$ cat src/include/ahb_sys_params.svh
`ifndef AHB_SYS_PARAMS_SVH
`define AHB_SYS_PARAMS_SVH

// System memory map for the AHB-Lite subsystem
// Decoding is (haddr & REGION) == BASE

// Data RAM window 0x2000_0000 .. 0x2000_FFFF
`define RAM_BASE        32'h2000_0000
`define RAM_REGION      32'hFFFF_0000

// GPIO register window 0x4001_0000 .. 0x4001_00FF
`define GPIO_BASE       32'h4001_0000
`define GPIO_REGION     32'hFFFF_FF00

// Word address bits of the data RAM
// 12 bits give 4K words, i.e. 16 KB, aliased over the 64 KB window
`define RAM_ADDR_BITS   12

// Number of GPIO pins
`define GPIO_WIDTH      16

// Slave enables
// A disabled slave's region is served by the default slave
`define RAM_EN          1'b1
`define GPIO_EN         1'b1

`endif

$ cat src/source/ahblite_decoder.sv
`timescale 1ns/10ps
`include "ahb_sys_params.svh"

module ahblite_decoder (
    input  logic [31:0] haddr,
    output logic        sel_ram,
    output logic        sel_gpio,
    output logic        sel_default
);

    logic ram_hit;
    logic gpio_hit;

    // RAMDATA
    // 0x2000_0000 - 0x2000_FFFF
    assign ram_hit = ((haddr & `RAM_REGION) == `RAM_BASE);

    // GPIO
    // 0x4001_0000 IN DATA
    // 0x4001_0004 OUT ENABLE
    // 0x4001_0008 OUT DATA
    assign gpio_hit = ((haddr & `GPIO_REGION) == `GPIO_BASE);

    // Region hits are gated by the slave enables
    assign sel_ram  = ram_hit && `RAM_EN;
    assign sel_gpio = gpio_hit && `GPIO_EN;

    // Everything else, including disabled regions, goes to the default slave
    // Keeps the select vector one-hot for the multiplexer
    assign sel_default = !(sel_ram || sel_gpio);

endmodule

$ cat config.mk
export PLATFORM = sky130hd
export DESIGN_NAME = ahblite_decoder
export DESIGN_NICKNAME = d
export VERILOG_FILES = /design/src/source/ahblite_decoder.sv
export VERILOG_INCLUDE_DIRS = /design/src /design/src/include
export SDC_FILE = /design/constraint.sdc
export NUM_CORES = 1
export LEC_CHECK = 0
export ABC_AREA = 1
export BUFFER_PORTS_ARGS = -buffer_cell sky130_fd_sc_hd__clkbuf_2
export CORE_AREA = 2 2 39 41
export DETAILED_ROUTE_END_ITERATION = 7
export DIE_AREA = 0 0 41 43
export GPL_TIMING_DRIVEN = 0
export SLEW_MARGIN = 20
export SYNTH_ARGS = -nofsm -noshare
export SYNTH_HDL_FRONTEND = slang
export SYNTH_SLANG_ARGS = --single-unit
export TNS_END_PERCENT = 10
$ cat constraint.sdc
create_clock -name vclk -period 1
set_clock_uncertainty 0.2 [all_clocks]
set_input_delay 0.1 -clock vclk [all_inputs]
set_output_delay 0.1 -clock vclk [all_outputs]
set_load 0.01 [all_outputs]
After elaboration in Yosys (flattened, before gate mapping):

Cells that the tools add are included.

* input port bits: 32
* bits in registers: 0

* reduce and logical (&&, ||, !) cells: 2
* equality and inequality tests: 2

Operator list (count)
* 24-bit by 23-bit equality test with 1-bit output, second input constant: 1
* 16-bit by 14-bit equality test with 1-bit output, second input constant: 1
* 1-bit zero test: 1
* 1-bit logical OR: 1

Depth between registers and ports, before layout:

* depth after elaboration: 3
* gate-level depth with buffers: 7
* mapped depth without buffers: 7

Least setup slack after synthesis:

No wires, ideal clock.

* path type: input to output
* start: input port haddr[27]
* end: output port sel_default
* cell stages on the path: 6
* path slack: 0.146 ns
* arrival time: 0.554 ns
* path buffers: 0
* required time: 0.700 ns
* cells stage by stage: nor2_1 > nand2_1 > nor2_2 > nand3_1 > nand2_1 > inv_1

* cells in the longest elaborated chain, start to end: 3
* elaborated cells between the ends (all ways): 4
* classes of those cells: eq/ne (2); reduce/logical (2)

Ends and longest elaborated chain
* start: declaration: line ahblite_decoder.sv:5 `input logic [31:0] haddr,`
* 24-bit by 23-bit equality test with 1-bit output (no source line) or 16-bit by 14-bit equality test with 1-bit output (tied branches)
* 1-bit logical OR (*): line ahblite_decoder.sv:30 `assign sel_default = !(sel_ram || sel_gpio);`
* 1-bit zero test (*): line ahblite_decoder.sv:30
* end: declaration: line ahblite_decoder.sv:8 `output logic sel_default`

Mark *: on every way between the ends. The rest lies on a longest branch, timed or not.

Worst setup path after layout:

* start: input port haddr[19]
* end: output port sel_default

The elaborated chain is that of the path after synthesis.

==> flow_metrics.tcl <==
set metrics [dict create \
    status "finished with violations" \
    violations "setup timing" \
    use_met1_pct 2.848 \
    p_leak_nw 0.1855 \
    grt-ovfl-total 0 \
    final.setup.worst_slack_ps -60.42 \
    finalCriticalPeriod_ps 1060 \
    startpoint_type "primary input" \
    synth_top_area_share_pct 48.00 \
    fillers 164 \
    netlist_top_cells_area "nor2_1 (48%), nand2_1 (24%), inv_1 (15%)" \
    grt_use_met2_pct 9.688 \
    slowest_delay_ps 120 \
    yosysWarnings 0 \
    netlist_area_um2 125.1 \
    io_buffer_count 27 \
    coreArea_um2 1384 \
    p_comb_share_pct 100.0 \
    diodes 0 \
    rsz0062_at_grt "yes" \
    grt_pass1_wl_um 558 \
    hold_class "primary input to primary output" \
    netSwitchingFraction_pct 36.75 \
    whs_ps 409.3 \
    total_power_uw 65.93 \
    yosys.area.top_type "nor2_1" \
    slew_headroom_pct 92.71 \
    mostFrequentLayoutCell "clkbuf_2" \
    yosysSeqAreaShare_pct 0 \
    drc 0 \
    ir_drop_mv 0.03847 \
    drv_slew 0 \
    place.gp.congestion 0.5414 \
    post-route-period-util_pct 106.0 \
    io_pins 35 \
    power_density_nw_per_um2 225.2 \
    setup_viol 3 \
    num-nets-final 93 \
    wire_per_inst_um 5.493 \
    hold_violations 0 \
    grt_use_met3_pct 0.5236 \
    final_cell_mix "clkbuf_2 (26), nor2_1 (13), nand2_1 (8)" \
    final-instance-count-excl-fill 75 \
    busiest_layer "met2" \
    hold_buffers 0 \
    intPower_uw 41.70 \
    drive_gt1_share_pct 54.24 \
    p_seq_share_pct 0 \
    area.sequential_um2 0 \
    clkPwrFrac_pct 0 \
    synth_nets 64 \
    cp_data_arrival_time_ps 760 \
    fmax_mhz 943.0 \
    path_buf_inv 3 \
    crit_chain "clkbuf_2 > nor2_1 > nand2_1 > nor2_2 > nand3_2 > nand2_1 > inv_1 > clkbuf_2" \
    nFlopsAndLatches 0 \
    grt_max_degree 3 \
    dp_hpwl_um 414.2 \
    routed-via-count 260 \
    cp_max_fo 2 \
    netSwitchingPower_uw 24.23 \
    drt_iter0_markers 1 \
    maxCapViolCount 0 \
    start_util_pct 9.042 \
    wl_um 412 \
    tns_ps -96.39 \
    critPathCaptureType "primary output" \
    tightestPinTransition_ps 109.3 \
    fp-row-count 14 \
    grt_usage_pct 4.096 \
    crit_family "simple AND/OR/NAND/NOR gates" \
    drtAntennaViolNets 0 \
    dieArea_um2 1763 \
    synth_area_per_cell_um2 3.910 \
    area_growth_pct 134.0 \
    syn_inst 32 \
    design_area_um2 292.8 \
    grt_pass1_vias 190 \
    dp_cells 75 \
    required_ps 700 \
    first_pass_iters 2 \
    vias_per_cell 3.467 \
    crit_type "primary input to primary output" \
    antenna_found_initial 0 \
    slowest_stage "nor2_2" \
    die_h_um 43 \
    post_synth_num_cell_types 5 \
    clock_buffers 0 \
    die_w_um 41 \
    dpl_cell_area_um2 280.3 \
]
-- per-layer routing --
metal  vias up  routed length (um)  share of wire [%]
li1        147                   -                  -
met1       103                 121                 29
met2        10                 238                 58
met3         0                  53                 13
met4         0                   0                  0
met5         -                   0                  0
-- final cells by class --
cell class	count	area, um2	share of cell area (%)
inverters	5	18.77	6.410
multi-input cells	27	118.9	40.60
well taps	16	20.02	6.838
repair buffers	27	135.1	46.15
-- cells by family (layout without fill, tap and decap cells) --
kind of cell,after synthesis,count (layout),synth area share (%)
simple gates,27,27,85.01
buf+inv,5,32,15.00
-- repair_timing --
item                                    in CTS  in global routing
resized for setup                            0                  5
buffers inserted                             0                  0
endpoints found under the setup margin       3                  3
pin swaps                                    3                  2
hold endpoints to repair                     0                  0
-- cells in the mapped netlist, drive strengths merged --
cell and count:
nor2 17, nand3 2, nand2 8, inv 5
-- metrics by stage --
step	utilization, %	setup slack (ps)
4_1_cts	20.25	-84.67
5_1_grt	21.16	-134.8
3_3_place_gp	20.25	-89.63
3_5_place_dp	20.25	-91.24
6_report	21.16	-60.42
2_1_floorplan	-	146.2
-- power by group through the flow --
| stage | sequential, mW | combinational, mW | clock [mW] |
|---|---|---|---|
| after global placement | 0 | 0.0635 | 0 |
| after global routing | 0 | 0.0744 | 0 |
| after floorplan | 0 | 0.0176 | 0 |
| after CTS | 0 | 0.0650 | 0 |
| final | 0 | 0.0659 | 0 |
| after detailed placement | 0 | 0.0647 | 0 |
-- tightest hold or removal path, delay by kind of cell --
kind          cells  cell delay (ps)
buf+inv           3              220
simple gates      4              180
-- final timing paths --
check                  from     endpoint  depth (start not counted)  slack (ps)
setup / recovery  haddr[19]  sel_default                          8         -60
hold / removal    haddr[20]     sel_gpio                          7         410
(Power assumes the default switching activity.)
