==> config.mk <==
export PLATFORM = sky130hd
export DESIGN_NAME = ahblite_gpio
export DESIGN_NICKNAME = d
export VERILOG_FILES = /design/src/source/ahb_types_pkg.sv /design/src/source/periph_map_pkg.sv /design/src/source/ahblite_gpio.sv
export VERILOG_INCLUDE_DIRS = /design/src /design/src/include
export SDC_FILE = /design/constraint.sdc
export NUM_CORES = 1
export LEC_CHECK = 0
export ABC_AREA = 1
export BUFFER_PORTS_ARGS = -buffer_cell sky130_fd_sc_hd__buf_4
export CORE_ASPECT_RATIO = 1.2
export CORE_MARGIN = 2
export CORE_UTILIZATION = 35
export DETAILED_ROUTE_END_ITERATION = 7
export GPL_TIMING_DRIVEN = 0
export PLACE_DENSITY = 0.63
export SETUP_SLACK_MARGIN = 0.05
export SLEW_MARGIN = 30
export SYNTH_ARGS = -nofsm -noshare
export SYNTH_HDL_FRONTEND = slang
export SYNTH_SLANG_ARGS = --single-unit
==> constraint.sdc <==
create_clock -name hclk -period 2 [get_ports hclk]
set_input_delay 0.4 -clock hclk [delete_from_list [all_inputs] [get_ports hclk]]
set_output_delay 0.4 -clock hclk [all_outputs]
set_load 0.1 [all_outputs]
==> src/include/ahb_sys_params.svh <==
`ifndef AHB_SYS_PARAMS_SVH
`define AHB_SYS_PARAMS_SVH

// System memory map for the AHB-Lite subsystem
// Decoding is (haddr & REGION) == BASE

// Data RAM window 0x2000_0000 .. 0x2000_FFFF
`define RAM_BASE        32'h2000_0000
`define RAM_REGION      32'hFFFF_0000

// GPIO register window 0x4001_0000 .. 0x4001_00FF
`define GPIO_BASE       32'h4001_0000
`define GPIO_REGION     32'hFFFF_FF00

// Word address bits of the data RAM
// 12 bits give 4K words, i.e. 16 KB, aliased over the 64 KB window
`define RAM_ADDR_BITS   12

// Number of GPIO pins
`define GPIO_WIDTH      16

// Slave enables
// A disabled slave's region is served by the default slave
`define RAM_EN          1'b1
`define GPIO_EN         1'b1

`endif

==> src/source/ahb_types_pkg.sv <==
package ahb_types_pkg;

    // HTRANS encodings
    typedef enum logic [1:0] {
        IDLE   = 2'b00,
        BUSY   = 2'b01,
        NONSEQ = 2'b10,
        SEQ    = 2'b11
    } htrans_t;

    // HSIZE encodings, only up to the 32-bit bus width
    typedef enum logic [2:0] {
        BYTE = 3'b000,
        HALF = 3'b001,
        WORD = 3'b010
    } hsize_t;

    // AHB-Lite HRESP is a single bit
    typedef enum logic {
        OKAY  = 1'b0,
        ERROR = 1'b1
    } hresp_t;

endpackage

==> src/source/periph_map_pkg.sv <==
package periph_map_pkg;

    // Target remembered for the data phase
    typedef enum logic [1:0] {
        SEL_NONE    = 2'b00,
        SEL_RAM     = 2'b01,
        SEL_GPIO    = 2'b10,
        SEL_DEFAULT = 2'b11
    } data_sel_t;

    // GPIO register offsets within the 256-byte window
    typedef enum logic [7:0] {
        IN_DATA  = 8'h00,
        OUT_EN   = 8'h04,
        OUT_DATA = 8'h08
    } gpio_reg_t;

endpackage

==> src/source/ahblite_gpio.sv <==
`timescale 1ns/10ps
`include "ahb_sys_params.svh"

module ahblite_gpio (
    input  logic                   hclk,
    input  logic                   rst_n,
    input  logic                   hsel,
    input  logic [31:0]            haddr,
    input  ahb_types_pkg::htrans_t htrans,
    input  logic                   hwrite,
    input  ahb_types_pkg::hsize_t  hsize,
    input  logic [31:0]            hwdata,
    input  logic                   hready,
    output logic [31:0]            rdata,
    output logic                   readyout,
    output ahb_types_pkg::hresp_t  resp,
    input  logic [`GPIO_WIDTH-1:0] gpio_in,
    output logic [`GPIO_WIDTH-1:0] gpio_out,
    output logic [`GPIO_WIDTH-1:0] gpio_oe
);

    import ahb_types_pkg::*;
    import periph_map_pkg::*;

    logic                   accept;
    logic                   active_q;
    logic                   wr_q;
    gpio_reg_t              offset_q;
    logic [`GPIO_WIDTH-1:0] in_meta;
    logic [`GPIO_WIDTH-1:0] in_sync;
    logic [`GPIO_WIDTH-1:0] oe_q;
    logic [`GPIO_WIDTH-1:0] out_q;

    // Every transfer size hits the whole register
    assign accept = hsel && hready && (htrans == NONSEQ || htrans == SEQ);

    // Data phase flags
    always_ff @(posedge hclk or negedge rst_n) begin
        if (!rst_n) begin
            active_q <= 1'b0;
            wr_q     <= 1'b0;
        end else if (hready) begin
            active_q <= accept;
            wr_q     <= accept && hwrite;
        end
    end

    // Word-aligned register offset so sub-word accesses land on the register
    always_ff @(posedge hclk) begin
        if (accept) begin
            offset_q <= gpio_reg_t'({haddr[7:2], 2'b00});
        end
    end

    // Two-flop synchronizer on the pins
    always_ff @(posedge hclk or negedge rst_n) begin
        if (!rst_n) begin
            in_meta <= '0;
            in_sync <= '0;
        end else begin
            in_meta <= gpio_in;
            in_sync <= in_meta;
        end
    end

    // OUT_EN and OUT_DATA written at the end of the data phase
    // Other offsets drop the write
    always_ff @(posedge hclk or negedge rst_n) begin
        if (!rst_n) begin
            oe_q  <= '0;
            out_q <= '0;
        end else if (hready && wr_q) begin
            case (offset_q)
                OUT_EN:   oe_q  <= hwdata[`GPIO_WIDTH-1:0];
                OUT_DATA: out_q <= hwdata[`GPIO_WIDTH-1:0];
                default:  ;
            endcase
        end
    end

    // Zero-extended read mux
    // Unknown offsets read zero
    always_comb begin
        rdata = 32'h0;
        if (active_q) begin
            case (offset_q)
                IN_DATA:  rdata = 32'(in_sync);
                OUT_EN:   rdata = 32'(oe_q);
                OUT_DATA: rdata = 32'(out_q);
                default:  rdata = 32'h0;
            endcase
        end
    end

    assign readyout = 1'b1;
    assign resp     = OKAY;
    assign gpio_out = out_q;
    assign gpio_oe  = oe_q;

endmodule

Word-level counts from Yosys, hierarchy flattened

Index checks and enable logic that the tools add are counted.
Widths: inputs -> output; s select.

Flip-flop bits (word level): 72
Input port bits: 90
Output and inout bits: 66
Logic and storage cells: 21

Equal/unequal tests: 4
Multiplexer cells: 2
Reduce and logical (&&, ||, !) cells: 8

Operator list:

| kind               | count |
|---|---|
| $pmux 16 s3        | 1 |
| $mux 16            | 1 |
| $logic_not 8->1    | 1 |
| $eq 6x1->1 const B | 1 |
| $eq 6x2->1 const B | 1 |
| $eq 2x2->1 const B | 2 |
| $logic_and 1x1->1  | 4 |
| $reduce_and 2->1   | 2 |
| $logic_or 1x1->1   | 1 |

Depth between registers and ports, before layout

Depth after elaboration: 4
Mapped depth: 7
Depth with buffers taken out: 6

Worst setup path before layout

No wires, ideal clock.

Path type: reg-to-output
From: register oe_q[9], in the netlist gpio_oe[9]
To: output port rdata[9]
Arrival: 1.831 ns
Required time: 1.600 ns
Path slack: -0.231 ns
Stages on the path, launching flop included: 5
Buffers on the path: 0
Cells stage by stage: dfrtp_1 > nand4_1 > nand3_1 > nand2_1 > inv_1

Longest elaborated chain between the ends: 2

RTL lines:

| element                | line               | source |
|---|---|---|
| start, declared        | ahblite_gpio.sv:31 | `` logic [`GPIO_WIDTH-1:0] oe_q; `` |
| start signal, assigned | ahblite_gpio.sv:74 | `` OUT_EN: oe_q <= hwdata[`GPIO_WIDTH-1:0]; `` |
| $pmux 16 s3            | ahblite_gpio.sv:86 | `case (offset_q)` |
| $mux 16                | ahblite_gpio.sv:85 | `if (active_q) begin` |
| end, declared          | ahblite_gpio.sv:14 | `output logic [31:0] rdata,` |

Every way passes these cells.

Final worst setup path

From: register offset_q[2]
To: output port rdata[14]

Longest elaborated chain between the ends: 3
Elaborated cells between the ends (all ways): 5
Those cells by class: eq/ne (2); mux (2); reduce/logical (1)

RTL lines:

| element                            | line               | source |
|---|---|---|
| start, declared                    | ahblite_gpio.sv:28 | `gpio_reg_t offset_q;` |
| start signal, assigned             | ahblite_gpio.sv:51 | `offset_q <= gpio_reg_t'({haddr[7:2], 2'b00});` |
| $eq 6x2->1 (tied with other cells) | ahblite_gpio.sv:86 |  |
| $pmux 16 s3 *                      | ahblite_gpio.sv:86 |  |
| $mux 16 *                          | ahblite_gpio.sv:85 |  |

Every way passes the cells marked *; elsewhere a longest branch is shown, timed or not.

==> impl_metrics.ini <==
[synthesis]
synthAdderAreaFrac = 0
syn_avg_cell_area_um2 = 9.75
synth_top_family_by_area = simple AND/OR/NAND/NOR gates
synth_cells = 325
synth_seq_cells = 72
ys_seq_area_frac = 0.578
synth_warnings = 0
synth_area_um2 = 3170
yosys.area_share.simple = 0.259
synth_compound_area_frac = 0.0537
synth_cell_types = 19
synth_mux_area_frac = 0
synthXorXnorAreaFrac = 0

[global_routing]
gr-total-overflow = 0
grt_antenna_before_repair = 0
grt.total_usage = 0.191
grt_pass1_wl_um = 14400
first_global_vias = 2942
grt_max_degree = 67

[layout]
finalNonFillerCells = 581
synthToLayoutAreaGrowth_pct = 51.6
drive_gt1_frac = 0.512
fin_nets = 546
nFillCells = 805
post-route-util = 0.537
final_cell_mix = buf_4, nand2_1, nand4_1, dfrtp_1, dfrtp_2
diodes = 0
multi_input_area_um2 = 1120
layout_commonest_cell = buf_4
ff_latch_area_um2 = 1870

[critical_path]
crit_type = flip-flop to output pin
worstReg2RegStart = offset_q[2]
worstSetupStartpointType = flip-flop
end_kind = output pin
cp.required_ps = 1600
ff2ff_setup_slack_ps = 180
reg2reg_depth = 8
r2r-end = gpio_out[10]
worst-endpoint-arrival_ps = 1870
crit_fanout = 5

[timing]
rsz0062_at_grt = true
worst_pin_slew_ps = 814
post-route-min-period_ps = 2270
tns_ps = -4010
setup_violations = 16
max_clock_freq_mhz = 440
hold_viol = 0
slew_viol_final = 0
relSlewSlack = 0.457
fin_skew_ps = 5.05
setup_ws_ps = -274
min_period_over_period = 1.14

[floorplanning]
io_pins = 156
die_w_um = 90.9
dieArea_um2 = 9830
initial_core_util = 0.354
coreArea_um2 = 8940
die_y_um = 108
rows = 38

[clock_network]
cts_tree = done
cts.sinks = 72
root_buffer = clkbuf_8
ctsHoldBuffers = 0
cts_buffers = 9
cts_buffer_depth = 2
worst_skew_pair.late_latency_ps = 350
cts-htree-levels = 3
path_clk_slew_ps = 80

[route]
num_vias = 2944
totalWireLength_um = 9300
viasPerCell = 5.07
dr_wl_met3_um = 698
drc = 0
wl_per_cell_um = 16.0
met2_length_um = 4640
postRouteAntennaNets = 0
first_pass_iters = 4
wl_met1_um = 3630
top_layer = met4
drtIter0Drc = 202

[place]
place_inst = 552
dp_slack_ps = -229
port_buffers = 91
gp_routability_congestion = 0.840
dp_hpwl_um = 6170

[power]
finalPower_uw = 3350
irDropWorstVdd_v = 0.000385
power.density_nw_per_um2 = 698
power.leakage_uw = 0.00231

[run_status]
outcome = finished with violations
violations = setup timing

[run]
cap_violations = 0

[hold_path]
hp-class = input port to async pin
-- synthesized netlist by cell type --
cell	count	area share
o21ai_1	11	0.017
conb_1	2	0.0024
clkbuf_1	9	0.011
inv_1	19	0.023
buf_2	7	0.011
inv_2	2	0.0024
buf_4	21	0.050
buf_6	3	0.011
nand3_4	2	0.011
nor2_4	4	0.014
edfxtp_1	6	0.057
dfrtp_1	66	0.52
nor2_1	1	0.0012
nor2_8	2	0.013
nand2_2	1	0.0020
nand3_1	17	0.027
nand2_1	81	0.096
nand4_1	48	0.095
o21ai_0	23	0.036
-- worst max-delay path, stage by stage (launching register included) --
cell	delay, ps
edfxtp_1	480
buf_6	170
nor2_4	180
buf_6	150
nand4_1	70
nand3_1	120
nand2_2	90
clkinvlp_4	100
buf_12	160
-- worst max-delay path by stage --
| stage | startpoint | end | slack, ps | cells after the start |
|---|---|---|---|---|
| after floorplan | offset_q[7] | rdata[11] | 60 | 7 |
| after global placement | offset_q[3] | rdata[14] | -220 | 7 |
| after detailed placement | offset_q[5] | rdata[4] | -230 | 7 |
| after CTS | offset_q[2] | rdata[15] | -250 | 8 |
| after global routing | offset_q[2] | rdata[10] | -360 | 8 |
| final | offset_q[2] | rdata[14] | -270 | 8 |
-- kinds of logic after synthesis --
logic type | count (synthesis)
flops | 72
compound gates | 34
other cells | 2
simple gates | 156
buf+inv | 61
-- per-layer routing --
metal / up-vias / GRT usage
met4: 0 / 0.127
met1: 1415 / 0.234
li1: 1329 / -
met3: 28 / 0.0425
met2: 172 / 0.305
met5: - / 0
-- registers in the layout, indices dropped and copies added (netlist names) --
register / flops
gpio_out: 16
in_meta: 16
offset_q: 6
gpio_oe: 16
active_q: 1
wr_q: 1
in_sync: 16
-- where the power goes --
part | internal, uW | switching [uW]
Sequential | 1540 | 41.1
Clock | 589 | 581
Combinational | 158 | 447
Total | 2280 | 1070
-- layout make-up --
type | count | share of cell area
Clock inverter | 7 | 0.0162
Tap cell | 120 | 0.0313
Multi-Input combinational cell | 208 | 0.233
Clock buffer | 9 | 0.0258
Inverter | 21 | 0.0289
Sequential cell | 72 | 0.390
Buffer | 39 | 0.0667
Timing Repair Buffer | 105 | 0.208
-- metrics by stage --
stage	hold WS (ps)	cell area, um2
floorplan	104	3330
global placement	335	4160
detailed placement	336	4160
CTS	135	4770
global route	132	4800
finish	141	4800
-- repair_timing --
item / 4_1_cts / 5_1_grt
setup buffers: 12 / 1
hold endpoints to repair: 0 / 0
pin swaps: 16 / 3
gates resized for setup: 88 / 6
setup endpoints to repair: 16 / 16
cloned: 1 / 0
No activity file was read; power rests on OpenSTA's default activity.
