$ cat src/include/ahb_sys_params.svh
`ifndef AHB_SYS_PARAMS_SVH
`define AHB_SYS_PARAMS_SVH

// System memory map for the AHB-Lite subsystem
// Decoding is (haddr & REGION) == BASE

// Data RAM window 0x2000_0000 .. 0x2000_FFFF
`define RAM_BASE        32'h2000_0000
`define RAM_REGION      32'hFFFF_0000

// GPIO register window 0x4001_0000 .. 0x4001_00FF
`define GPIO_BASE       32'h4001_0000
`define GPIO_REGION     32'hFFFF_FF00

// Word address bits of the data RAM
// 12 bits give 4K words, i.e. 16 KB, aliased over the 64 KB window
`define RAM_ADDR_BITS   12

// Number of GPIO pins
`define GPIO_WIDTH      16

// Slave enables
// A disabled slave's region is served by the default slave
`define RAM_EN          1'b1
`define GPIO_EN         1'b1

`endif

$ cat src/source/ahb_types_pkg.sv
package ahb_types_pkg;

    // HTRANS encodings
    typedef enum logic [1:0] {
        IDLE   = 2'b00,
        BUSY   = 2'b01,
        NONSEQ = 2'b10,
        SEQ    = 2'b11
    } htrans_t;

    // HSIZE encodings, only up to the 32-bit bus width
    typedef enum logic [2:0] {
        BYTE = 3'b000,
        HALF = 3'b001,
        WORD = 3'b010
    } hsize_t;

    // AHB-Lite HRESP is a single bit
    typedef enum logic {
        OKAY  = 1'b0,
        ERROR = 1'b1
    } hresp_t;

endpackage

$ cat src/source/periph_map_pkg.sv
package periph_map_pkg;

    // Target remembered for the data phase
    typedef enum logic [1:0] {
        SEL_NONE    = 2'b00,
        SEL_RAM     = 2'b01,
        SEL_GPIO    = 2'b10,
        SEL_DEFAULT = 2'b11
    } data_sel_t;

    // GPIO register offsets within the 256-byte window
    typedef enum logic [7:0] {
        IN_DATA  = 8'h00,
        OUT_EN   = 8'h04,
        OUT_DATA = 8'h08
    } gpio_reg_t;

endpackage

$ cat src/source/ahblite_slave_mux.sv
`timescale 1ns/10ps

module ahblite_slave_mux (
    input  logic                   hclk,
    input  logic                   rst_n,
    input  ahb_types_pkg::htrans_t htrans,
    input  logic                   hready,
    input  logic                   sel_ram,
    input  logic                   sel_gpio,
    input  logic                   sel_default,
    input  logic [31:0]            ram_rdata,
    input  logic                   ram_readyout,
    input  ahb_types_pkg::hresp_t  ram_resp,
    input  logic [31:0]            gpio_rdata,
    input  logic                   gpio_readyout,
    input  ahb_types_pkg::hresp_t  gpio_resp,
    output logic [31:0]            hrdata,
    output logic                   hready_out,
    output ahb_types_pkg::hresp_t  hresp
);

    import ahb_types_pkg::*;
    import periph_map_pkg::*;

    // Default slave progress through its two-cycle error
    typedef enum logic [1:0] {
        DS_IDLE,
        DS_WAIT,
        DS_DONE
    } ds_state_t;

    logic      accept;
    data_sel_t sel_next;
    data_sel_t data_sel;
    ds_state_t ds_state;
    ds_state_t ds_next;

    assign accept = hready && (htrans == NONSEQ || htrans == SEQ);

    // Target for the coming data phase
    always_comb begin
        if (!accept) begin
            sel_next = SEL_NONE;
        end else if (sel_ram) begin
            sel_next = SEL_RAM;
        end else if (sel_gpio) begin
            sel_next = SEL_GPIO;
        end else if (sel_default) begin
            sel_next = SEL_DEFAULT;
        end else begin
            sel_next = SEL_NONE;
        end
    end

    // ERROR with hready low, then ERROR with hready high
    always_comb begin
        ds_next = ds_state;
        case (ds_state)
            DS_WAIT: ds_next = DS_DONE;
            default: ds_next = (accept && sel_default) ? DS_WAIT : DS_IDLE;
        endcase
    end

    // Target only moves on when the current data phase completes
    always_ff @(posedge hclk or negedge rst_n) begin
        if (!rst_n) begin
            data_sel <= SEL_NONE;
            ds_state <= DS_IDLE;
        end else begin
            ds_state <= ds_next;
            if (hready) begin
                data_sel <= sel_next;
            end
        end
    end

    // Response routing
    always_comb begin
        case (data_sel)
            SEL_RAM: begin
                hrdata     = ram_rdata;
                hready_out = ram_readyout;
                hresp      = ram_resp;
            end
            SEL_GPIO: begin
                hrdata     = gpio_rdata;
                hready_out = gpio_readyout;
                hresp      = gpio_resp;
            end
            SEL_DEFAULT: begin
                hrdata     = 32'h0;
                hready_out = (ds_state == DS_DONE);
                hresp      = ERROR;
            end
            default: begin
                // Idle bus, nothing owes a response
                hrdata     = 32'h0;
                hready_out = 1'b1;
                hresp      = OKAY;
            end
        endcase
    end

endmodule

$ cat config.mk
export PLATFORM = sky130hd
export DESIGN_NAME = ahblite_slave_mux
export DESIGN_NICKNAME = d
export VERILOG_FILES = /design/src/include/ahb_sys_params.svh /design/src/source/ahb_types_pkg.sv /design/src/source/periph_map_pkg.sv /design/src/source/ahblite_slave_mux.sv
export SDC_FILE = /design/constraint.sdc
export NUM_CORES = 1
export LEC_CHECK = 0
export ABC_AREA = 1
export BUFFER_PORTS_ARGS = -buffer_cell sky130_fd_sc_hd__buf_2
export CORE_ASPECT_RATIO = 0.8
export CORE_MARGIN = 2
export CORE_UTILIZATION = 35
export DETAILED_ROUTE_END_ITERATION = 10
export PLACE_DENSITY = 0.87
export SYNTH_ARGS = -nofsm -noshare
export SYNTH_HDL_FRONTEND = slang
export SYNTH_SLANG_ARGS = --single-unit
$ cat constraint.sdc
create_clock -name hclk -period 2.25 [get_ports hclk]
set_clock_uncertainty 0.1 [all_clocks]
set_input_delay 0 -clock hclk [delete_from_list [all_inputs] [get_ports hclk]]
set_output_delay 0 -clock hclk [all_outputs]
set_load 0.02 [all_outputs]
# Yosys cells after proc, flatten, opt, wreduce, memory -nomap -nowiden
# Index checks and enable logic that the tools add are counted.
# word_totals
latchBits	0
in_bits	76
elab_cells	21
register_bits	4
out_inout_bits	34
ramBits	0
n_memories	0
rom_bits	0
# classes
muxes	9
eq_ne	7
mul	0
n_shift	0
n_lt_le_gt_ge	0
n_bitwise	0
div_mod_pow	0
n_addsub	0
n_reduce_logical	3
# ops
operator	count
32-bit one-hot mux with 2 select lines	1
2-bit == test (second input constant)	5
2-bit 2-to-1 mux	5
1-bit one-hot mux with 3 select lines	2
2-bit by 1-bit == test with 1-bit output (second input constant)	2
1-bit logical AND	2
1-bit logical OR	1
1-bit 2-to-1 mux	1

# Longest topological paths before layout
# Gate-level depths: netlist (run 1).
# logic_depth
word_depth	6
ltp_mapped	7
depth_no_buf	6

# Worst setup path after synthesis (run 1)
# OpenSTA, ideal clock, no wires.
# synth_timing
path_kind	reg2out
start	reg data_sel[0]
end	out hrdata[18]
path_buffers	1
t_required_ns	2.150
slack_ns	0.843
path_stages_with_launch	6
t_arrival_ns	1.307
path_cell_list	dfrtp_1 inv_1 ha_1 inv_1 buf_2 a21oi_1
# synth_via
elab_chain_len	2
elab_cells_between_ends	3
cone_classes	eq/ne: 2; mux: 1
# synth_lines
element	line	rtl
from (decl)	ahblite_slave_mux.sv:34	data_sel_t data_sel;
from (signal assigned)	ahblite_slave_mux.sv:72	data_sel <= sel_next;
2-bit == test or 2-bit by 1-bit == test with 1-bit output (tied branches)	ahblite_slave_mux.sv:79	case (data_sel)
32-bit one-hot mux with 2 select lines *	ahblite_slave_mux.sv:79	
to (decl)	ahblite_slave_mux.sv:17	output logic [31:0] hrdata,
# Every way passes the cells marked *; elsewhere a longest branch is shown, timed or not.

# Worst setup path after layout (run 1)
# layout_timing
start	in hready
end	reg data_sel[1]
# layout_via
elab_chain_len	2
# layout_lines
element	line	rtl
from (decl)	ahblite_slave_mux.sv:7	input logic hready,
1-bit logical AND	ahblite_slave_mux.sv:38	assign accept = hready && (htrans == NONSEQ || htrans == SEQ);
2-bit 2-to-1 mux	ahblite_slave_mux.sv:42	if (!accept) begin
# Several ways; a longest one is shown, not always the timed one.
# A chain may end at the register's enable or synchronous reset.

==> results.cfg, run 1 <==
[critical_path]
cp.required_ns = 2.26
arrival_ns = 2.00
path_class = input pin to register
start_kind = input pin
slowest_stage = dlygate4sd3_1
worstPathMaxFanout = 3
crit_chain = dlygate4sd3_1, buf_2, nand2_1, nor2_1, nand2_1, dlygate4sd3_1, nand2_1, dlygate4sd3_1
endpoint_kind = register
crit_path_max_incr_delay_ns = 0.55

[timing]
tns_ns = 0
relSlewSlack = 0.7552
fin_hold_ws_ns = 0.004132
hold_viol = 0
fin_crit_sh = 0.8831
fmax_mhz = 503.3
rsz0062_at_grt = false
tightest_slew_ns = 0.3673
drv_slew = 0
final.min_clock_period_ns = 1.987
setup_viol_count_final = 0

[drt]
drc = 0
via_count = 1303
finalWirelength_um = 2858
dr_wl_met2_um = 1510
wl_met1_um = 1093
met3_length_um = 254
dr.pass1.iters = 4
highest_layer = met3
drt-initial-drc-count = 55
via_per_inst = 4.524
ant_nets = 0
wl_per_cell_um = 9.924

[clocking]
cts_tree = built
cts_made_buffers = 3
clk_path_buf_depth = 2
clock-root-buffer = clkbuf_4
clkLatencyLatePin_ns = 0.23
cts_sinks = 4
postCtsSetupBuffers = 0
clk_pin_slew_ns = 0.04
htreeDepth = 1

[floorplanning]
die_height_um = 48.62
ios = 110
fp.dieArea_um2 = 2906
fp.dieW_um = 59.77
initial_core_util = 0.3625
std_cell_rows = 16
core_um2 = 2402

[global_routing]
grt_overflow = 0
gr-usage-all-layers = 0.1917
grt_first_pass_wirelength_um = 4554
grt_max_degree = 31
antenna_found_initial = 0
grt_pass1_vias = 1159

[yosys]
syn_inst = 148
synth_seq_area_share = 0.1149
synth_cell_types = 15
syn-mean-instance-area_um2 = 5.884
synthesis.area_um2 = 870.8
syn_nets = 228
yosys_warnings = 0
synth_seq_cells = 4

[place]
io_buffers = 108
globalplace.congestion = 0.6808
hpwl_um = 2228

[final_layout]
diodes = 0
fillers = 236
multi_input_area_um2 = 608.1
fin_nets = 343
area_growth_pct = 68.53
drive_gt1_frac = 0.5287
regArea_um2 = 100.1

[status]
status = finished, final reports clean

[power_and_ir_drop]
p_leak_nw = 0.8341
vdd_drop_max_mv = 0.2333
pwr_density_cell_nw_per_um2 = 326.9

[worst_hold_path]
hold_class = input pin to async pin

[job]
cap_violations = 0
## final timing paths
path	cells past startpoint	slack, ns	start	endpoint
worst max-delay path	8	0.26	hready	data_sel[1]$_DFFE_PN0P_
worst min-delay path	2	0.004	rst_n	data_sel[1]$_DFFE_PN0P_
worst max register to register	3	0.89	ds_state[1]$_DFF_PN0_	ds_state[0]$_DFF_PN0_
worst min register to register	1	0.35	ds_state[1]$_DFF_PN0_	ds_state[1]$_DFF_PN0_
max in group asynchronous	2	1.92	rst_n	ds_state[1]$_DFF_PN0_
min in group hclk	4	0.24	ram_readyout	hready_out
## sequential cells by signal, summed over array words and instances (netlist names)
name	cells
data_sel	2
ds_state	2
## per-stage QoR
| stage | area [µm²] | power [mW] | setup slack [ns] | std cells | util |
|---|---|---|---|---|---|
| after floorplan | 870.8 | 0.2875 | 0.8435 | 148 | - |
| after global routing | 1468 | 0.5239 | 0.1861 | 288 | 0.6109 |
| after global placement | 1365 | 0.3802 | 0.6973 | 277 | 0.5682 |
| after detailed placement | 1365 | 0.3847 | 0.6656 | 277 | 0.5682 |
| after CTS | 1468 | 0.4863 | 0.3092 | 288 | 0.6109 |
| final | 1468 | 0.4797 | 0.2629 | 288 | 0.6109 |
## layer usage
metal / GRT usage / vias to the layer above
met4: 0.03704 / 0
li1: - / 686
met1: 0.1944 / 564
met5: 0 / -
met2: 0.3949 / 53
met3: 0.02406 / 0
## critical path: cells and delay by family
kind                   cells  cell delay (ns)
and+or+nand+nor            4             0.24
buffers and inverters      4             1.75
## logic make-up after synthesis
logic type,after synthesis,synth area share
AND/OR/NAND/NOR,84,0.3908
flip-flops,4,0.1149
AO/OA/AOI/OAI,33,0.2500
adder cells (fa/ha/maj),4,0.05747
buffers and inverters,23,0.1868
## where the power goes
part / switching (mW) / total, mW / leakage (nW) / internal [mW]
clock network: 0.0265 / 0.0860 / 0.0138 / 0.0595
logic: 0.186 / 0.313 / 0.767 / 0.127
registers: 0.00415 / 0.0809 / 0.0531 / 0.0767
total: 0.217 / 0.480 / 0.834 / 0.263
## timing repair
action	CTS	global route
hold buffers	8	0
resized for setup	0	0
hold endpoints to repair	7	0
## synthesized netlist by cell type
library cell / n / share of area
a21oi_1: 19 / 0.11
a21oi_2: 14 / 0.14
buf_12: 1 / 0.023
buf_2: 3 / 0.017
buf_4: 1 / 0.0086
buf_6: 4 / 0.052
buf_8: 2 / 0.034
dfrtp_1: 4 / 0.11
ha_1: 4 / 0.057
inv_1: 12 / 0.052
nand2_1: 70 / 0.30
nand2_2: 8 / 0.057
nand3_1: 3 / 0.017
nor2_1: 2 / 0.0086
nor3_1: 1 / 0.0057
## cell type report
| type | count | area share |
|---|---|---|
| Sequential cell | 4 | 0.06820 |
| Clock buffer | 3 | 0.01535 |
| Timing Repair Buffer | 121 | 0.4484 |
| Inverter | 12 | 0.03069 |
| Multi-Input combinational cell | 121 | 0.4143 |
| Tap cell | 27 | 0.02302 |
## cells in the final DEF (no fill, tap or decap)
cell type and instances:
nor2_1 2, a21oi_2 14, clkbuf_4 3, a21oi_1 19, dlygate4sd3_1 8, dfrtp_1 4, nand2_2 8, inv_1 12
ha_1 4, nor3_1 1, nand3_1 3, buf_2 108, buf_4 5, nand2_1 70
No activity file was read; power rests on OpenSTA's default activity.
==> run 2: changes to the inputs <==
--- a/config.mk
+++ b/config.mk
@@ -5,13 +5,14 @@
 export SDC_FILE = /design/constraint.sdc
 export NUM_CORES = 1
 export LEC_CHECK = 0
-export ABC_AREA = 1
 export BUFFER_PORTS_ARGS = -buffer_cell sky130_fd_sc_hd__buf_2
+export CELL_PAD_IN_SITES_DETAIL_PLACEMENT = 1
+export CELL_PAD_IN_SITES_GLOBAL_PLACEMENT = 1
 export CORE_ASPECT_RATIO = 0.8
 export CORE_MARGIN = 2
-export CORE_UTILIZATION = 35
+export CORE_UTILIZATION = 19
 export DETAILED_ROUTE_END_ITERATION = 10
-export PLACE_DENSITY = 0.87
+export PLACE_DENSITY_LB_ADDON = 0.1
 export SYNTH_ARGS = -nofsm -noshare
 export SYNTH_HDL_FRONTEND = slang
 export SYNTH_SLANG_ARGS = --single-unit
==> results.cfg, run 2 <==
[status]
status = finished, final reports clean

[timing]
fmax_mhz = 534.5
tns_ns = 0
relSlewSlack = 0.7633
fin_hold_ws_ns = 0.001622
hold_viol = 0
setup_viol_count_final = 0
rsz0062_at_grt = false
final.min_clock_period_ns = 1.871
drv_slew = 0
fin_crit_sh = 0.8316
tightest_slew_ns = 0.3551
setup_slack_ns = 0.3790

[power_and_ir_drop]
pwr_density_cell_nw_per_um2 = 392.4
p_leak_nw = 0.7648
vdd_drop_max_mv = 0.2184
total_power_mw = 0.5636

[clocking]
clock-root-buffer = clkbuf_8
clk_pin_slew_ns = 0.03
cts_sinks = 4
clkLatencyLatePin_ns = 0.22
cts_made_buffers = 3
cts_tree = built
clk_path_buf_depth = 2
postCtsSetupBuffers = 0
htreeDepth = 1

[place]
io_buffers = 108
postPlaceCellArea_um2 = 1335
dp_slack_ns = 0.5713
dp_cells = 255
globalplace.congestion = 0.6892
hpwl_um = 2600

[yosys]
syn_nets = 178
synth_edf_count = 0
dominantRegCellSynth = dfrtp_1
yosysMostFrequentCell = nor2b_1
netlist.area_leader.share = 0.3112
async_reset_ff_frac = 1.000
yosys-top-cells-count = nor2b_1 (33), a22oi_1 (32), buf_6 (4), dfrtp_1 (4), ha_1 (4)
synthesis.area_um2 = 772.0
synth_cell_types = 17
synth_seq_cells = 4
synth_seq_area_share = 0.1297
syn_inst = 98
synth_top_cell_by_area = a22oi_1
yosys_warnings = 0
ys_top_cells_by_area = a22oi_1 (31%), nor2b_1 (27%), dfrtp_1 (13%), ha_1 (6.5%), buf_6 (5.8%)
syn-mean-instance-area_um2 = 7.877

[drt]
via_count = 1173
finalWirelength_um = 3162
ant_nets = 0
wl_per_cell_um = 11.98
via_per_inst = 4.443
drc = 0
drt-initial-drc-count = 20
dr.pass1.iters = 4

[floorplanning]
fp.dieW_um = 75.27
std_cell_rows = 20
ios = 110
initial_core_util = 0.2003
die_height_um = 61.02
fp.dieArea_um2 = 4592
core_um2 = 3854

[global_routing]
grt_pass1_vias = 1136
antenna_found_initial = 0
grt_first_pass_wirelength_um = 4726
grt_overflow = 0
grt_max_degree = 19
gr-usage-all-layers = 0.1315

[final_layout]
diodes = 0
multi_input_area_um2 = 576.8
drive_gt1_frac = 0.5646
final_cell_count_no_fill = 264
fillers = 521
fin_area_um2 = 1436
final_common_cell = buf_2
area_growth_pct = 86.06
regArea_um2 = 100.1
fin_nets = 291
fin_util = 0.3727
layout_common_cells = buf_2 (108), nor2b_1 (33), a22oi_1 (32), dlygate4sd3_1 (6), buf_4 (5)
top_regs = data_sel x2, ds_state x2

[critical_path]
slowest_stage = ha_1
worstPathMaxFanout = 18
rrSetupSlack_ns = 0.82
arrival_ns = 1.77
cp.required_ns = 2.15
path_class = register to output pin
crit_chain = inv_1, ha_1, buf_4, nor2b_1, buf_2
endpoint_kind = output pin
start_kind = register
crit_path_max_incr_delay_ns = 0.51

[worst_hold_path]
hold_class = input pin to register

[job]
cap_violations = 0
-- run 2: critical path: cells and delay by family, from the launching register on --
kind	cells	cell delay, ns
buffers and inverters	3	0.52
and+or+nand+nor	1	0.15
DFF	1	0.36
adders and majority gates	1	0.51
-- run 2: cell type report --
class / instances / share of cell area
Sequential cell: 4 / 0.06969
Inverter: 3 / 0.007840
Timing Repair Buffer: 119 / 0.4443
Multi-Input combinational cell: 80 / 0.4016
Clock buffer: 3 / 0.02875
Tap cell: 55 / 0.04791
-- run 2: metal layers --
metal / up-vias / track usage / part of all wire
li1: 583 / - / -
met1: 512 / 0.1329 / 0.37
met2: 70 / 0.2544 / 0.49
met3: 8 / 0.02782 / 0.11
met4: 0 / 0.07018 / 0.025
met5: - / 0 / 0
-- run 2: final timing paths --
path                            cells past startpoint                       to               startpoint
max in group asynchronous                           2    ds_state[0]$_DFF_PN0_                    rst_n
worst min-delay path                                3  data_sel[1]$_DFFE_PN0P_                 sel_gpio
worst max register to register                      3    ds_state[0]$_DFF_PN0_    ds_state[0]$_DFF_PN0_
min in group asynchronous                           2  data_sel[1]$_DFFE_PN0P_                    rst_n
worst max-delay path                                5               hrdata[24]  data_sel[0]$_DFFE_PN0P_
worst min register to register                      1    ds_state[1]$_DFF_PN0_    ds_state[1]$_DFF_PN0_
-- run 2: where the power goes --
group          switching, mW  internal, mW  leakage, nW  total [mW]
logic                  0.173         0.161        0.690       0.333
clock network         0.0363         0.114       0.0216       0.150
registers            0.00303        0.0769       0.0531      0.0799
total                  0.212         0.351        0.765       0.564
-- run 2: cell families after synthesis --
| kind of cell | share of synthesized area |
|---|---|
| AO/OA/AOI/OAI | 0.3760 |
| AND/OR/NAND/NOR | 0.3063 |
| adder cells (fa/ha/maj) | 0.06483 |
| flip-flops | 0.1297 |
| buffers and inverters | 0.1232 |
-- run 2: what timing repair did --
action | in CTS | in global routing
resized for setup | 0 | 0
hold buffers | 6 | 0
hold endpoints to repair | 7 | 0
==> run 3: changes to the inputs <==
--- a/config.mk
+++ b/config.mk
@@ -10,7 +10,7 @@
 export CELL_PAD_IN_SITES_GLOBAL_PLACEMENT = 1
 export CORE_ASPECT_RATIO = 0.8
 export CORE_MARGIN = 2
-export CORE_UTILIZATION = 19
+export CORE_UTILIZATION = 16
 export DETAILED_ROUTE_END_ITERATION = 10
 export PLACE_DENSITY_LB_ADDON = 0.1
 export SYNTH_ARGS = -nofsm -noshare
==> constraint.sdc (replaced) <==
create_clock -name hclk -period 1.6 [get_ports hclk]
set_clock_uncertainty 0.1 [all_clocks]
set_input_delay 0 -clock hclk [delete_from_list [all_inputs] [get_ports hclk]]
set_output_delay 0 -clock hclk [all_outputs]
set_load 0.02 [all_outputs]
==> results.cfg, run 3 (synthesized netlist as in run 2, its figures left out) <==
[power_and_ir_drop]
vdd_drop_max_mv = 0.2764
power.switching_mw = 0.3778
swShare = 0.3589
total_power_mw = 1.053
p_leak_nw = 0.8831
pwr-share-seq = 0.108
clkPwrFrac = 0.197
pwr_density_cell_nw_per_um2 = 551.3
p_int_mw = 0.6749
comb_power_share = 0.694

[critical_path]
crit_path_max_incr_delay_ns = 0.41
endpoint_kind = output pin
crit_chain = inv_2, ha_4, clkbuf_16, nor2b_1, buf_4
timing.rr.start = data_sel[1]$_DFFE_PN0P_
critPathTopFamily = buffers and inverters
reg2reg_to = data_sel[1]$_DFFE_PN0P_
cp.required_ns = 1.50
start_kind = register
rrSetupSlack_ns = 0.07
slowest_stage = dfrtp_1
worstPathMaxFanout = 16
arrival_ns = 1.52
r2r_cells = 4
path_class = register to output pin
path_buf_inv = 3

[final_layout]
fin_nets = 297
diodes = 0
top_regs = data_sel x2, ds_state x2
final_common_cell = buf_2
layout_common_cells = buf_2 (75), buf_4 (26), a22oi_1 (21), nor2b_1 (17)
drive_gt1_frac = 0.7349
area_growth_pct = 147.3

[clocking]
clk_path_buf_depth = 2
clk_pin_slew_ns = 0.03
clock-root-buffer = clkbuf_8
clkLatencyLatePin_ns = 0.21
cts_made_buffers = 3
cts_tree = built
cts_sinks = 4
htreeDepth = 1

[timing]
fin_hold_ws_ns = 0.001486
hold_viol = 0
relSlewSlack = 0.8606
tightest_slew_ns = 0.2091
rsz0062_at_grt = true
tns_ns = -0.1106
final.min_clock_period_ns = 1.615
setup_viol_count_final = 15
fin_crit_sh = 1.010
fmax_mhz = 619.0
setup_slack_ns = -0.01550
drv_slew = 0

[drt]
dr.pass1.iters = 3
ant_nets = 0
via_count = 1224
drc = 0
drt-initial-drc-count = 33
wl_per_cell_um = 14.61
via_per_inst = 4.451
finalWirelength_um = 4018

[worst_hold_path]
hold_class = input pin to register
hold_path_end = data_sel[0]$_DFFE_PN0P_
hp-start = htrans[1]
holdPathStages = 3

[place]
globalplace.congestion = 0.6294
io_buffers = 108
hpwl_um = 2656

[global_routing]
grt_first_pass_wirelength_um = 5340
met2_usage = 0.2418
grt_max_degree = 33
gr-usage-all-layers = 0.1262
met1_usage = 0.1447
antenna_found_initial = 0
grt_overflow = 0
grt_util_met3 = 0.01913
grt-busiest-layer = met2
grt_pass1_vias = 1169

[floorplanning]
ios = 110
fp.dieArea_um2 = 5400
initial_core_util = 0.1669
std_cell_rows = 22
die_height_um = 66.13
core_um2 = 4624
fp.dieW_um = 81.66

[job]
cap_violations = 0

[status]
violations = negative setup slack
status = finished with violations
==> run 3: layout make-up <==
cell class                 instances  area, µm²
tap                               60      75.07
inverter                           3      11.26
multi-input combinational         80      769.5
timing repair buffer             125      912.1
clock buffer                       3      41.29
sequential                         4      100.1
fill                             580       2715
==> run 3: how the worst max path moves through the flow <==
stage                            start    endpoint  slack [ns]  cells past startpoint
5_1_grt        data_sel[1]$_DFFE_PN0P_  hrdata[31]        -0.1                      5
3_3_place_gp   data_sel[0]$_DFFE_PN0P_  hready_out        0.18                      6
6_report       data_sel[1]$_DFFE_PN0P_  hrdata[12]       -0.02                      5
3_5_place_dp   data_sel[0]$_DFFE_PN0P_  hready_out        0.14                      6
2_1_floorplan  data_sel[0]$_DFFE_PN0P_   hrdata[0]        0.20                      4
4_1_cts        data_sel[1]$_DFFE_PN0P_  hready_out       -0.03                      6
==> run 3: what timing repair did <==
action | 4_1_cts | 5_1_grt
hold buffers | 6 | 0
setup endpoints to repair | 34 | 35
resized for setup | 38 | 59
cloned | 1 | 2
setup buffers | 2 | 2
hold endpoints to repair | 7 | 0
pin swaps | 0 | 9
==> run 3: per-stage QoR <==
step	cell area (µm²)	cells	utilization	setup slack (ns)
finish	1909	275	0.4129	-0.01550
global route	1909	275	0.4129	-0.09780
CTS	1600	271	0.3461	-0.02509
detailed placement	1359	259	0.2938	0.1389
global placement	1359	259	0.2938	0.1798
floorplan	772.0	98	-	0.2017
==> run 3: power by group through the flow <==
stage	Sequential [mW]	Combinational, mW	Clock (mW)
finish	0.114	0.731	0.208
global route	0.115	0.785	0.223
CTS	0.114	0.558	0.213
detailed placement	0.114	0.486	0
global placement	0.113	0.472	0
floorplan	0.113	0.293	0
==> run 3: worst min-delay path, stage by stage <==
cell and delay (ns):
buf_2 0.10, nand2_2 0.08, o22ai_1 0.08
==> run 3: per-layer routing <==
layer,wire length (µm),part of all wire
met3,380,0.095
met4,13,0.0032
met1,1566,0.39
met5,0,0
met2,2058,0.51
